--- src/hdl/board_pkg.sv ---
/*
 * address map and board constants of the io subsystem
 * decode, gpio block and top level read their defaults from here
 */

package board_pkg;

	// page byte of the gpio block
	// every other page is answered by the decode stage
	localparam logic [7:0] GPIO_PAGE = 8'h03;

	// word offsets inside the gpio page
	// output reg at byte 0, input pins at byte 4
	localparam int unsigned GPIO_OUT_OFS = 0;
	localparam int unsigned GPIO_IN_OFS = 1;

	// led bank on the board, fed from the output register
	localparam int unsigned LED_W = 8;

	// input pins, read-only through the input register
	localparam int unsigned GPIO_IN_W = 8;

	// reset stretch counter width
	// internal reset held for 2**6-1 cycles
	localparam int unsigned POR_CNT_W = 6;

endpackage

--- src/hdl/iomem_pkg.sv ---
/*
 * sizes of the cpu-style iomem request port
 * shared by the interface, the decode stage and the top-level ports
 */

package iomem_pkg;

	// byte address from the cpu
	localparam int unsigned ADDR_W = 32;

	// one bus word per beat
	localparam int unsigned DATA_W = 32;

	// one strobe per data byte
	// all strobes clear means a read
	localparam int unsigned STRB_W = DATA_W / 8;

	// page byte at the top of the address
	// the decode stage routes on this field only
	localparam int unsigned PAGE_HI = 31;
	localparam int unsigned PAGE_LO = 24;

endpackage

--- src/hdl/iomem_if.sv ---
/*
 * one iomem request/response channel between two pipeline stages
 * master holds valid and fields until it sees the one-cycle ready pulse
 */

interface iomem_if;

	// request side
	logic valid;
	logic [iomem_pkg::STRB_W-1:0] wstrb;
	logic [iomem_pkg::ADDR_W-1:0] addr;
	logic [iomem_pkg::DATA_W-1:0] wdata;

	// response side
	// rdata only meaningful while ready is high
	logic ready;
	logic [iomem_pkg::DATA_W-1:0] rdata;

	// request issuer
	modport master (
		output valid,
		output wstrb,
		output addr,
		output wdata,
		input ready,
		input rdata
	);

	// responder
	modport slave (
		input valid,
		input wstrb,
		input addr,
		input wdata,
		output ready,
		output rdata
	);

endinterface

--- src/hdl/gpio_regs.sv ---
/*
 * gpio register block behind the decode stage
 * word 0 is a byte-strobed output register driving the leds
 * word 1 reads the synchronized input pins
 */

module gpio_regs #(
	parameter int unsigned IN_W = 8
) (
	input logic clk,
	input logic rst_n,
	iomem_if.slave bus,
	input logic [IN_W-1:0] gpio_in,
	output logic [board_pkg::LED_W-1:0] leds
);

	localparam int unsigned DATA_W = iomem_pkg::DATA_W;
	// word offset field below the page byte
	localparam int unsigned OFS_W = iomem_pkg::PAGE_LO - 2;

	logic accept;
	logic [OFS_W-1:0] word_ofs;
	logic out_sel;
	logic in_sel;
	logic [DATA_W-1:0] rd_val;

	// output register and input synchronizer
	logic [DATA_W-1:0] gpio_out;
	logic [IN_W-1:0] in_meta;
	logic [IN_W-1:0] in_sync;

	// page already matched upstream
	assign word_ofs = bus.addr[iomem_pkg::PAGE_LO-1:2];
	assign out_sel = word_ofs == OFS_W'(board_pkg::GPIO_OUT_OFS);
	assign in_sel = word_ofs == OFS_W'(board_pkg::GPIO_IN_OFS);

	// held valid ignored during our own ready pulse
	assign accept = bus.valid && !bus.ready;

	// two flops on the pins
	always_ff @(posedge clk) begin
		in_meta <= gpio_in;
		in_sync <= in_meta;
	end

	// pre-write value of the addressed word
	// other offsets read as zero
	always_comb begin
		rd_val = '0;
		if (out_sel) begin
			rd_val = gpio_out;
		end else if (in_sel) begin
			rd_val = DATA_W'(in_sync);
		end
	end

	always_ff @(posedge clk) begin
		if (!rst_n) begin
			bus.ready <= 1'b0;
			gpio_out <= '0;
		end else begin
			// ready is a single-cycle pulse
			bus.ready <= accept;
			// byte lanes where the strobe is set
			// input word and unused offsets ignore writes
			if (accept && out_sel) begin
				for (int i = 0; i < iomem_pkg::STRB_W; i++) begin
					if (bus.wstrb[i]) begin
						gpio_out[8*i +: 8] <= bus.wdata[8*i +: 8];
					end
				end
			end
		end
	end

	// read data captured on the same edge as ready
	always_ff @(posedge clk) begin
		if (accept) begin
			bus.rdata <= rd_val;
		end
	end

	assign leds = gpio_out[board_pkg::LED_W-1:0];

endmodule

--- src/hdl/io_top.sv ---
/*
 * io subsystem top level for a soft-cpu board
 * cpu iomem port in, leds and gpio pins out
 * stretched reset -> decode stage -> gpio registers
 */

module io_top #(
	parameter int unsigned POR_CNT_W = board_pkg::POR_CNT_W
) (
	input logic clk,
	input logic resetn,
	input logic iomem_valid,
	input logic [iomem_pkg::STRB_W-1:0] iomem_wstrb,
	input logic [iomem_pkg::ADDR_W-1:0] iomem_addr,
	input logic [iomem_pkg::DATA_W-1:0] iomem_wdata,
	input logic [board_pkg::GPIO_IN_W-1:0] gpio_in,
	output logic iomem_ready,
	output logic [iomem_pkg::DATA_W-1:0] iomem_rdata,
	output logic [board_pkg::LED_W-1:0] leds
);

	// internal reset after the stretch
	logic rst_n;

	// decode stage to gpio block
	iomem_if gpio_bus ();

	por_reset #(
		.CNT_W(POR_CNT_W)
	) por0 (
		.clk(clk),
		.resetn(resetn),
		.rst_n(rst_n)
	);

	// stage 1, page decode and unmapped replies
	iomem_decode dec0 (
		.clk(clk),
		.rst_n(rst_n),
		.req_valid(iomem_valid),
		.req_wstrb(iomem_wstrb),
		.req_addr(iomem_addr),
		.req_wdata(iomem_wdata),
		.req_ready(iomem_ready),
		.req_rdata(iomem_rdata),
		.gpio_bus(gpio_bus.master)
	);

	// stage 2, gpio registers
	gpio_regs #(
		.IN_W(board_pkg::GPIO_IN_W)
	) gpio0 (
		.clk(clk),
		.rst_n(rst_n),
		.bus(gpio_bus.slave),
		.gpio_in(gpio_in),
		.leds(leds)
	);

endmodule

--- src/hdl/iomem_decode.sv ---
/*
 * first pipeline stage of the iomem port
 * registers a request, forwards gpio page hits on gpio_bus
 * and answers all other pages itself (writes dropped, reads zero)
 */

module iomem_decode (
	input logic clk,
	input logic rst_n,
	input logic req_valid,
	input logic [iomem_pkg::STRB_W-1:0] req_wstrb,
	input logic [iomem_pkg::ADDR_W-1:0] req_addr,
	input logic [iomem_pkg::DATA_W-1:0] req_wdata,
	output logic req_ready,
	output logic [iomem_pkg::DATA_W-1:0] req_rdata,
	iomem_if.master gpio_bus
);

	// one request in flight, from accept until its ready pulse
	logic busy;
	logic accept;
	logic page_hit;

	// gpio side request
	logic gpio_valid;
	logic [iomem_pkg::STRB_W-1:0] wstrb_q;
	logic [iomem_pkg::ADDR_W-1:0] addr_q;
	logic [iomem_pkg::DATA_W-1:0] wdata_q;

	// local reply for unmapped pages
	// arm on accept, ready one edge later
	logic umap_arm;
	logic umap_ready;

	// held valid is masked while busy
	assign accept = req_valid && !busy;
	assign page_hit = req_addr[iomem_pkg::PAGE_HI:iomem_pkg::PAGE_LO] == board_pkg::GPIO_PAGE;

	always_ff @(posedge clk) begin
		if (!rst_n) begin
			busy <= 1'b0;
			gpio_valid <= 1'b0;
			umap_arm <= 1'b0;
			umap_ready <= 1'b0;
		end else begin
			umap_ready <= umap_arm;
			umap_arm <= 1'b0;
			if (accept) begin
				busy <= 1'b1;
				gpio_valid <= page_hit;
				umap_arm <= !page_hit;
			end else begin
				// drop valid in the cycle after the gpio ready
				if (gpio_bus.ready) begin
					gpio_valid <= 1'b0;
				end
				// response returned, free for the next request
				if (req_ready) begin
					busy <= 1'b0;
				end
			end
		end
	end

	// request payload, only read while gpio_valid is high
	always_ff @(posedge clk) begin
		if (accept) begin
			wstrb_q <= req_wstrb;
			addr_q <= req_addr;
			wdata_q <= req_wdata;
		end
	end

	assign gpio_bus.valid = gpio_valid;
	assign gpio_bus.wstrb = wstrb_q;
	assign gpio_bus.addr = addr_q;
	assign gpio_bus.wdata = wdata_q;

	// response back to the top, no extra register
	// unmapped reads return zero
	assign req_ready = gpio_bus.ready || umap_ready;
	assign req_rdata = gpio_bus.ready ? gpio_bus.rdata : '0;

endmodule

--- src/hdl/por_reset.sv ---
/*
 * stretches the external reset into the internal synchronous reset
 * rst_n rises only after 2**CNT_W-1 cycles of resetn high
 */

module por_reset #(
	parameter int unsigned CNT_W = 6
) (
	input logic clk,
	input logic resetn,
	output logic rst_n
);

	// stretch counter, saturates at all ones
	logic [CNT_W-1:0] cnt;
	logic cnt_full;

	assign cnt_full = &cnt;

	// restart on every external reset
	// count up while released, stop when full
	always_ff @(posedge clk) begin
		if (!resetn) begin
			cnt <= '0;
		end else if (!cnt_full) begin
			cnt <= cnt + 1'b1;
		end
	end

	// registered and of the counter bits
	// low one edge after resetn is seen low
	// high on the edge after the counter fills
	always_ff @(posedge clk) begin
		rst_n <= cnt_full;
	end

endmodule

--- config.mk ---
export PLATFORM = sky130hd
export DESIGN_NAME = io_top
export DESIGN_NICKNAME = d
export VERILOG_FILES = /design/src/hdl/board_pkg.sv /design/src/hdl/iomem_pkg.sv /design/src/hdl/iomem_if.sv /design/src/hdl/gpio_regs.sv /design/src/hdl/io_top.sv /design/src/hdl/iomem_decode.sv /design/src/hdl/por_reset.sv
export SDC_FILE = /design/constraint.sdc
export NUM_CORES = 1
export LEC_CHECK = 0
export BUFFER_PORTS_ARGS = -buffer_cell sky130_fd_sc_hd__buf_2
export CELL_PAD_IN_SITES_DETAIL_PLACEMENT = 1
export CELL_PAD_IN_SITES_GLOBAL_PLACEMENT = 2
export CORE_UTILIZATION = 36
export DETAILED_ROUTE_END_ITERATION = 7
export PLACE_DENSITY_LB_ADDON = 0.1
export SYNTH_ARGS = -nofsm -noshare
export SYNTH_HDL_FRONTEND = slang
export SYNTH_SLANG_ARGS = --single-unit
--- constraint.sdc ---
create_clock -name clk -period 4.3 [get_ports clk]
set_input_delay 0.43 -clock clk [delete_from_list [all_inputs] [get_ports clk]]
set_output_delay 0.43 -clock clk [all_outputs]
set_load 0.1 [all_outputs]
# Yosys cells after proc, flatten, opt, wreduce, memory -nomap -nowiden

Index checks and enable logic that the tools add are counted.

Output and inout port bits: 41
Input port bits: 79
Word-level logic and storage cells: 43
Register bits: 152

Reductions and logical operators: 16
Equal/unequal tests: 2
Add/subtract/negate cells: 1
Muxes and demuxes: 7

Operators with widths:

| operator            | count |
|---|---|
| $mux 32             | 2 |
| $eq 22x1->1 const B | 1 |
| $logic_not 22->1    | 1 |
| $reduce_and 2->1    | 5 |
| $eq 8x2->1 const B  | 1 |
| $mux 8              | 1 |
| $add 6x1->6 const B | 1 |
| $reduce_and 6->1    | 1 |
| $mux 1              | 4 |
| $reduce_bool 2->1   | 2 |
| $logic_and 1x1->1   | 3 |
| $logic_not 1->1     | 3 |
| $logic_or 1x1->1    | 1 |

# Depth between registers and ports, before layout

Gate-level depths: netlist of run 1.

Depth in word-level cells: 4
Depth in mapped cells: 6
Depth with buffers taken out: 5

# By module

A second synthesis of run 1 with hierarchy kept.

Cell total of the unflattened synthesis: 410
Area total of the unflattened synthesis: 5863.1 um^2

By module, submodules not included:

| module       | times used | seq. area each (um^2) | area an instance (um^2) | cells each |
|---|---|---|---|---|
| gpio_regs    | 1          | 1941.9                | 3155.5                  | 260 |
| iomem_decode | 1          | 2122.0                | 2419.8                  | 120 |
| por_reset    | 1          | 140.1                 | 287.8                   | 30 |

# Least setup slack after synthesis of run 1

Ideal clock, no wire load.

Path kind: input-to-reg
Start point: input iomem_valid
End point: register dec0.umap_arm
Stages: 3
Arrival: 3659 ps
Path buffers: 0
Setup slack: 582 ps
Library setup time: 59 ps
Required time: 4241 ps
Cells stage by stage: nor2b_1 o41a_1 and2_1

Word-level cells in the longest chain between the ends: 2

RTL lines:

| what                       | RTL line           | RTL |
|---|---|---|
| from (decl)                | io_top.sv:12       | `input logic iomem_valid,` |
| $logic_and 1x1->1          | iomem_decode.sv:36 | `assign accept = req_valid && !busy;` |
| $reduce_and 2->1 (no line) | n/a                |  |
| to (signal assigned)       | iomem_decode.sv:51 | `umap_arm <= !page_hit;` |
| to (decl)                  | iomem_decode.sv:32 | `logic umap_arm;` |

No other way between the ends.
A chain may end at the register's enable or synchronous reset.

# Worst setup path in the final report of run 1

Start point: register gpio0.bus.ready
End point: output iomem_rdata[7] (netlist bit)

Word-level cells in the longest chain between the ends: 1

RTL lines:

| what                   | RTL line           | RTL |
|---|---|---|
| from (decl)            | iomem_if.sv:35     | `output ready,` |
| from (signal assigned) | gpio_regs.sv:63    | `bus.ready <= accept;` |
| $mux 32                | iomem_decode.sv:82 | `assign req_rdata = gpio_bus.ready ? gpio_bus.rdata : '0;` |
| to (decl)              | io_top.sv:18       | `output logic [iomem_pkg::DATA_W-1:0] iomem_rdata,` |

No other way between the ends.

==> results of run 1 <==
==> metal layers <==
layer | vias up | share of wire, % | track usage, %
met1 | 1639 | 46 | 19.3
met2 | 83 | 48 | 26.7
met4 | 0 | 1.2 | 6.66
li1 | 1670 | - | -
met5 | - | 0 | 0
met3 | 10 | 4.9 | 5.31
==> critical path, stage by stage, from the launching register on <==
cell	delay, ps
dfxtp_1	640
buf_4	350
and2_1	200
buf_2	430
==> final cells by class <==
cell class	count	area [µm²]	share of cell area (%)
sequential	150	3900	57.0
multi-input combinational	216	1470	21.5
clock inverter	14	173	2.52
clock buffer	18	429	6.27
inverter	3	11.3	0.165
timing repair buffer	122	623	9.10
tap	188	235	3.44
==> cell families (layout without fill, tap and decap cells) <==
family | count (synthesis) | after routing | share of synthesized area (%)
flops | 150 | 150 | 70.3
simple gates | 132 | 132 | 15.9
compound gates | 79 | 79 | 9.42
buf+inv | 34 | 157 | 3.54
xor+xnor | 3 | 3 | 0.473
fa+ha+maj | 1 | 1 | 0.225
mux | 1 | 1 | 0.180
==> worst paths after layout <==
| kind | from | endpoint | slack, ps |
|---|---|---|---|
| worst max-delay path | gpio0.bus.ready$_SDFF_PN0_ | iomem_rdata[7] | 1830 |
| worst min-delay path | gpio_in[5] | gpio0.in_meta[5]$_DFF_P_ | 100 |
| worst max register to register | dec0.gpio_bus.addr[12]$_DFFE_PP_ | gpio0.bus.rdata[29]$_SDFFCE_PP0N_ | 2030 |
| worst min register to register | gpio0.in_meta[6]$_DFF_P_ | gpio0.in_sync[6]$_DFF_P_ | 330 |
==> power groups by stage <==
stage | Combinational (mW) | Clock (mW) | Sequential [mW]
CTS | 0.0671 | 1.56 | 1.60
global route | 0.0726 | 1.62 | 1.61
finish | 0.0652 | 1.51 | 1.60
global placement | 0.0641 | 0 | 1.63
detailed placement | 0.0668 | 0 | 1.63
floorplan | 0.0225 | 0 | 1.63
==> metrics by stage <==
step	worst slack, ps	utilization, %	hold slack (ps)	std cells
after floorplan	582	-	310	400
after global placement	2090	41.2	313	679
after detailed placement	2030	41.2	313	679
after CTS	1750	45.2	83.6	711
after global routing	1660	45.2	77.5	711
final	1830	45.2	103	711
==> state kept, by name, summed over array words and instances, names as in the netlist <==
| name | flops |
|---|---|
| dec0.gpio_bus.addr | 22 |
| gpio0.bus.ready | 1 |
| dec0.gpio_bus.valid | 1 |
| gpio0.in_meta | 8 |
| dec0.umap_ready | 1 |
| dec0.gpio_bus.wstrb | 4 |
| gpio0.gpio_out | 32 |
| gpio0.in_sync | 8 |
| por0.cnt | 6 |
| gpio0.bus.rdata | 32 |
| dec0.gpio_bus.wdata | 32 |
| dec0.busy | 1 |
| dec0.umap_arm | 1 |
| por0.rst_n | 1 |
==> cells in the final DEF (no fill, tap or decap), drive strengths merged <==
| cell | instances |
|---|---|
| ha | 1 |
| and2 | 60 |
| nor2 | 4 |
| nor4 | 4 |
| xor2 | 2 |
| nor4bb | 4 |
| mux2i | 1 |
| dfxtp | 60 |
| o211a | 1 |
| xnor2 | 1 |
| clkinv | 3 |
| clkbuf | 18 |
| nand4 | 4 |
| o21ai | 33 |
| inv | 7 |
| a22o | 8 |
| bufinv | 3 |
| or2 | 1 |
| o41a | 1 |
| clkinvlp | 4 |
| nor2b | 4 |
| a21oi | 1 |
| and4 | 4 |
| nand3b | 1 |
| buf | 122 |
| or4 | 1 |
| nor3b | 2 |
| a21boi | 34 |
| edfxtp | 90 |
| nor3 | 3 |
| and3 | 1 |
| nand2 | 2 |
| nand3 | 37 |
| a31oi | 1 |
==> impl_metrics.json, run 1 <==
{
  "clock_sinks": 150,
  "p_seq_share_pct": 50.3,
  "cts_root_buf": "clkbuf_16",
  "p_int_mw": 2.53,
  "synth_edf_count": 90,
  "grtUsageTotal_pct": 16.1,
  "antenna_found_initial": 0,
  "hold_class": "in2reg",
  "yosysWarnings": 0,
  "cts_tree": "built",
  "seq_area_frac_synth_pct": 70.3,
  "clock_latency_ps": 420,
  "status": "finished, final reports clean",
  "cp_max_fo": 27,
  "initialDrtViolationCount": 171,
  "syn_area_mm2": 0.00555,
  "ys_ff_latch": 150,
  "drt-vias-per-instance": 4.78,
  "cts_max_path_buffers": 2,
  "setup_viol": 0,
  "ir_drop_v": 0.000300,
  "synth_top_area_share_pct": 48.7,
  "wirelength_mm": 11.6,
  "syn_area_per_cell_um2": 13.9,
  "skew_ps": 10.1,
  "grt-ovfl-total": 0,
  "rr_worst_depth": 6,
  "post_cts_buffers": 0,
  "drcViolationCount": 0,
  "fp.dieH_um": 126,
  "endpoint_kind": "output port",
  "via_count": 3402,
  "yosys.cell_types.count": 38,
  "cap_violations": 0,
  "crit_required_ps": 3870,
  "clkTransAtPathRegs_ps": 60,
  "rsz0062_at_grt": "no",
  "fillerInstances": 1584,
  "fmax_ghz": 0.404,
  "yosys.area.top_type": "edfxtp_1",
  "std_cell_rows": 45,
  "finalMaxSlewViolations": 0,
  "grt_pass1_vias": 3715,
  "cts_buffers": 17,
  "antenna_left": 0,
  "dieArea_mm2": 0.0159,
  "start_util_pct": 36.7,
  "worstPathArrival_ps": 2040,
  "power_switching_mw": 0.652,
  "die_w_um": 126,
  "hold_viol_final": 0,
  "synth_area_leaders": "edfxtp_1 49%, dfxtp_1 22%, and2_1 6.8%",
  "wl_per_cell_um": 16.3,
  "synth_common_cells": "90 x edfxtp_1, 60 x and2_1, 60 x dfxtp_1, 35 x nand3_1, 33 x o21ai_0",
  "finalCritPeriodShare_pct": 57.5,
  "ctsResizeCount": 0,
  "firstDrtPassIters": 4,
  "netlist_instances": 400,
  "power_mw": 3.18,
  "slew_headroom_pct": 23.3,
  "numPortBuffers": 117,
  "yosysMostFrequentCell": "edfxtp_1",
  "async_flop_share_pct": 0,
  "clkPwrFrac_pct": 47.6,
  "gp_congestion": 0.700,
  "synth-main-ff-cell": "edfxtp_1",
  "hold_path_depth": 1,
  "fin_crit_ps": 2470,
  "grt_max_degree": 38,
  "swShare_pct": 20.5,
  "setup_tns_ps": 0,
  "syn-num-nets": 480,
  "io_pins": 120,
  "nets": 590,
  "htreeDepth": 4,
  "worstMarginPinSlew_ps": 1150,
  "dp.final_hpwl_mm": 7.75,
  "cts-hold-fix-buffers": 0,
  "cp-start-kind": "register",
  "critPathKind": "reg2out",
  "placed_cell_area_mm2": 0.00624,
  "combPwrFrac_pct": 2.0,
  "power-per-cell-area_mw_per_mm2": 465,
  "grt_pass1_wl_mm": 19.2,
  "core_area_mm2": 0.0151,
  "drive_gt1_share_pct": 31.2,
  "p_leak_nw": 2.62,
  "n_antenna_cell": 0,
  "fin_area_mm2": 0.00684,
  "area_growth_pct": 23.2
}
Power figures use the tool's default switching activity.
==> run 2: changes to the inputs <==
- clock period: 4.3 -> 2.4 ns (I/O delays scaled with it)
==> impl_metrics.json, run 2 (synthesized netlist as in run 1, its figures left out) <==
{
  "std_cell_rows": 45,
  "grt-ovfl-total": 0,
  "critPathKind": "reg2reg",
  "io_pins": 120,
  "placed_cell_area_mm2": 0.00677,
  "path_buf_inv": 1,
  "clock_latency_ps": 420,
  "power_mw": 5.72,
  "cts_buffers": 17,
  "drive_gt1_share_pct": 28.3,
  "clock_sinks": 150,
  "fin_area_mm2": 0.00799,
  "fillerInstances": 1500,
  "gp_congestion": 0.723,
  "grt_max_degree": 62,
  "area_growth_pct": 43.9,
  "grt_pass1_wl_mm": 20.2,
  "ctsResizeCount": 0,
  "fp.dieH_um": 126,
  "power-per-cell-area_mw_per_mm2": 715,
  "antenna_left": 0,
  "cp_max_fo": 32,
  "wirelength_mm": 12.5,
  "die_w_um": 126,
  "setup_viol": 0,
  "slew_headroom_pct": 54.5,
  "finalCritPeriodShare_pct": 85.0,
  "nets": 654,
  "numPortBuffers": 117,
  "via_count": 3667,
  "crit_end": "gpio0.bus.rdata[3]$_DFFE_PN_",
  "setup_tns_ps": 0,
  "p_leak_nw": 3.00,
  "critPathMaxStageDelay_ps": 380,
  "multi_input_area_mm2": 0.00147,
  "hold_class": "in2reg",
  "cts_max_path_buffers": 2,
  "path_cells": "nor4_2 > nand3_2 > nor3_4 > buf_4 > a22o_1",
  "drt-vias-per-instance": 4.73,
  "skew_ps": 6.62,
  "ir_drop_v": 0.000474,
  "cp-start-kind": "register",
  "dp.final_hpwl_mm": 7.62,
  "clkTransAtPathRegs_ps": 60,
  "wl_per_cell_um": 16.1,
  "worstPathArrival_ps": 2330,
  "reg2reg_from": "dec0.gpio_bus.addr[12]$_DFFE_PP_",
  "initialDrtViolationCount": 191,
  "final_core_util_pct": 52.8,
  "rr_worst_depth": 5,
  "crit_family": "simple AND/OR/NAND/NOR gates",
  "hold_viol_final": 0,
  "cts_tree": "built",
  "startpoint": "dec0.gpio_bus.addr[12]$_DFFE_PP_",
  "dieArea_mm2": 0.0159,
  "timing.hold.ws_ps": 23.0,
  "final_common_cell": "edfxtp_1",
  "drcViolationCount": 0,
  "seqCellArea_mm2": 0.00390,
  "final_cell_mix": "90 x edfxtp_1, 84 x buf_2, 62 x dlygate4sd3_1, 60 x and2_1, 60 x dfxtp_1",
  "status": "finished, final reports clean",
  "grt_pass1_vias": 3944,
  "firstDrtPassIters": 4,
  "antenna_found_initial": 0,
  "endpoint_kind": "register",
  "slowest_stage": "edfxtp_1",
  "rsz0062_at_grt": "no",
  "fmax_ghz": 0.490,
  "finalMaxSlewViolations": 0,
  "cap_violations": 0,
  "core_area_mm2": 0.0151,
  "crit_required_ps": 2680,
  "crit_cells": 5,
  "worstMarginPinSlew_ps": 682,
  "start_util_pct": 36.7,
  "fin_crit_ps": 2040,
  "reg2reg_to": "gpio0.bus.rdata[3]$_DFFE_PN_",
  "r2r_setup_slack_ps": 360,
  "htreeDepth": 4,
  "grtUsageTotal_pct": 17.0,
  "cts_root_buf": "clkbuf_16",
  "n_antenna_cell": 0
}
==> run 2: cell types whose count changed in the layout (fill, tap and decap cells not counted), moves of 3 or more <==
| cell | before | now |
|---|---|---|
| buf_12 | 0 | 34 |
| buf_2 | 117 | 84 |
| bufinv_16 | 3 | 0 |
| clkbuf_16 | 17 | 21 |
| clkbuf_8 | 0 | 3 |
| clkinv_2 | 1 | 6 |
| clkinvlp_4 | 4 | 0 |
| dlygate4sd3_1 | 0 | 62 |
| inv_6 | 4 | 0 |
==> run 2: how the worst min path moves through the flow <==
stage,start,to,cells past startpoint
floorplan,gpio_in[0],gpio0.in_meta[0]$_DFF_P_,0
global placement,gpio0.in_meta[4]$_DFF_P_,gpio0.in_sync[4]$_DFF_P_,0
detailed placement,gpio0.in_meta[3]$_DFF_P_,gpio0.in_sync[3]$_DFF_P_,0
CTS,iomem_addr[2],dec0.gpio_bus.addr[2]$_DFFE_PP_,1
global route,iomem_addr[2],dec0.gpio_bus.addr[2]$_DFFE_PP_,1
finish,iomem_addr[2],dec0.gpio_bus.addr[2]$_DFFE_PP_,1
==> run 2: layout make-up <==
class / instances / area share (%)
sequential: 150 / 48.8
tap: 188 / 2.94
multi-input combinational: 216 / 18.4
clock inverter: 6 / 0.376
timing repair buffer: 186 / 22.1
clock buffer: 26 / 7.23
inverter: 3 / 0.141
==> run 2: worst reg2reg max path, cell delays in order, from the launching register on <==
cell      delay, ps
edfxtp_1        380
nor4_2          360
nand3_2         350
nor3_4          250
buf_4           350
a22o_1          220
==> run 2: what timing repair did <==
item,4_1_cts,5_1_grt
endpoints found under the setup margin,0,0
hold buffers,61,1
endpoints found under the hold margin,61,1
buffers inserted,0,0
==> run 2: layer usage <==
metal  wire length [µm]  vias up  track usage (%)
met4                204        0             7.80
met3                472       17             4.29
met2               6360       92             30.0
li1                   -     1798                -
met5                  0        -                0
met1               5480     1760             19.5
==> run 2: stage by stage <==
stage	cells	setup slack, ps
after floorplan	400	2.98
after global placement	681	392
after detailed placement	681	319
after CTS	774	293
after global routing	775	121
final	775	359
==> run 2: power by group <==
group	switching (mW)	total, mW	internal, mW
registers	0.0412	2.87	2.83
logic	0.0717	0.200	0.129
clock network	0.993	2.65	1.65
==> run 3: changes to the inputs <==
- MAX_ROUTING_LAYER: unset -> met4
==> impl_metrics.json, run 3 (synthesized netlist as in run 1, its figures left out) <==
{
  "start_util_pct": 36.7,
  "grt-ovfl-total": 0,
  "worst_slack_ps": 358,
  "drcViolationCount": 0,
  "hold_viol_final": 0,
  "finalMaxSlewViolations": 0,
  "final_cell_mix": "90 x edfxtp_1, 84 x buf_2, 62 x dlygate4sd3_1, 60 x and2_1, 60 x dfxtp_1",
  "wl_per_cell_um": 16.2,
  "cap_violations": 0,
  "die_w_um": 126,
  "cts_tree": "built",
  "p_leak_nw": 3.00,
  "finalCritPeriodShare_pct": 85.1,
  "dp_slack_ps": 319,
  "htreeDepth": 4,
  "wirelength_mm": 12.5,
  "endpoint_kind": "register",
  "clkTransAtPathRegs_ps": 60,
  "power-per-cell-area_mw_per_mm2": 715,
  "worstMarginPinSlew_ps": 682,
  "cp-start-kind": "register",
  "clock_sinks": 150,
  "numPortBuffers": 117,
  "cts_max_path_buffers": 2,
  "fin_area_mm2": 0.00799,
  "antenna_left": 0,
  "n_antenna_cell": 0,
  "cp_max_fo": 32,
  "antenna_found_initial": 0,
  "ir_drop_v": 0.000474,
  "critPathKind": "reg2reg",
  "dieArea_mm2": 0.0159,
  "ctsResizeCount": 0,
  "slew_headroom_pct": 54.5,
  "setup_viol": 0,
  "grt_pass1_vias": 3938,
  "setup_tns_ps": 0,
  "final_common_cell": "edfxtp_1",
  "nets": 654,
  "drt-vias-per-instance": 4.73,
  "skew_ps": 7.05,
  "fin_crit_ps": 2040,
  "firstDrtPassIters": 4,
  "hold_class": "in2reg",
  "fmax_ghz": 0.490,
  "gp_congestion": 0.731,
  "placed_cell_area_mm2": 0.00677,
  "crit_required_ps": 2680,
  "drive_gt1_share_pct": 28.3,
  "grt_pass1_wl_mm": 20.2,
  "via_count": 3669,
  "worstPathArrival_ps": 2320,
  "std_cell_rows": 45,
  "grtUsageTotal_pct": 17.6,
  "clock_latency_ps": 420,
  "initialDrtViolationCount": 189,
  "timing.hold.ws_ps": 20.8,
  "cts_buffers": 17,
  "dp.final_hpwl_mm": 7.62,
  "core_area_mm2": 0.0151,
  "status": "finished, final reports clean",
  "grt_max_degree": 62,
  "area_growth_pct": 43.9,
  "cts_root_buf": "clkbuf_16",
  "rsz0062_at_grt": "no",
  "fp.dieH_um": 126,
  "io_pins": 120
}
## run 3: cell counts in the layout (fill, tap and decap cells not counted)
Identical to the previous run, type by type.
## run 3: area by class of cell
class | count | area [µm²]
Clock buffer | 26 | 578
Clock inverter | 6 | 30.0
Fill cell | 1500 | 7150
Inverter | 3 | 11.3
Multi-Input combinational cell | 216 | 1470
Sequential cell | 150 | 3900
Tap cell | 188 | 235
Timing Repair Buffer | 186 | 1770
## run 3: what timing repair did
| action | CTS | global route |
|---|---|---|
| hold endpoints to repair | 61 | 1 |
| hold buffers | 61 | 1 |
| setup buffers | 0 | 0 |
## run 3: path summary, 6_finish.rpt
path	start	endpoint	slack [ps]	depth (start not counted)
worst max register to register	dec0.gpio_bus.addr[12]$_DFFE_PP_	gpio0.bus.rdata[3]$_DFFE_PN_	360	5
worst min-delay path	iomem_addr[2]	dec0.gpio_bus.addr[2]$_DFFE_PP_	20	1
worst min register to register	gpio0.in_meta[2]$_DFF_P_	gpio0.in_sync[2]$_DFF_P_	330	0
worst max-delay path	dec0.gpio_bus.addr[12]$_DFFE_PP_	gpio0.bus.rdata[3]$_DFFE_PN_	360	5
## run 3: power by group
group	switching [mW]	internal, mW
logic	0.0717	0.129
registers	0.0412	2.83
clock network	0.994	1.65
## run 3: through the flow
stage | power [mW] | std cells | utilization, %
floorplan | 2.95 | 400 | -
CTS | 5.77 | 774 | 52.7
global placement | 3.04 | 681 | 44.7
global route | 5.92 | 775 | 52.8
detailed placement | 3.04 | 681 | 44.7
finish | 5.72 | 775 | 52.8
## run 3: routing by layer
layer | track usage (%) | part of all wire, % | vias up
li1 | - | - | 1799
met1 | 19.8 | 44 | 1760
met2 | 29.9 | 51 | 95
met3 | 4.08 | 3.6 | 15
met4 | 7.80 | 1.6 | 0
met5 | - | 0 | -
## run 3: worst max-delay path, cell delays in order, from the launching register on
cell and delay (ps):
edfxtp_1 380, nor4_2 360, nand3_2 350, nor3_4 240, buf_4 350, a22o_1 210
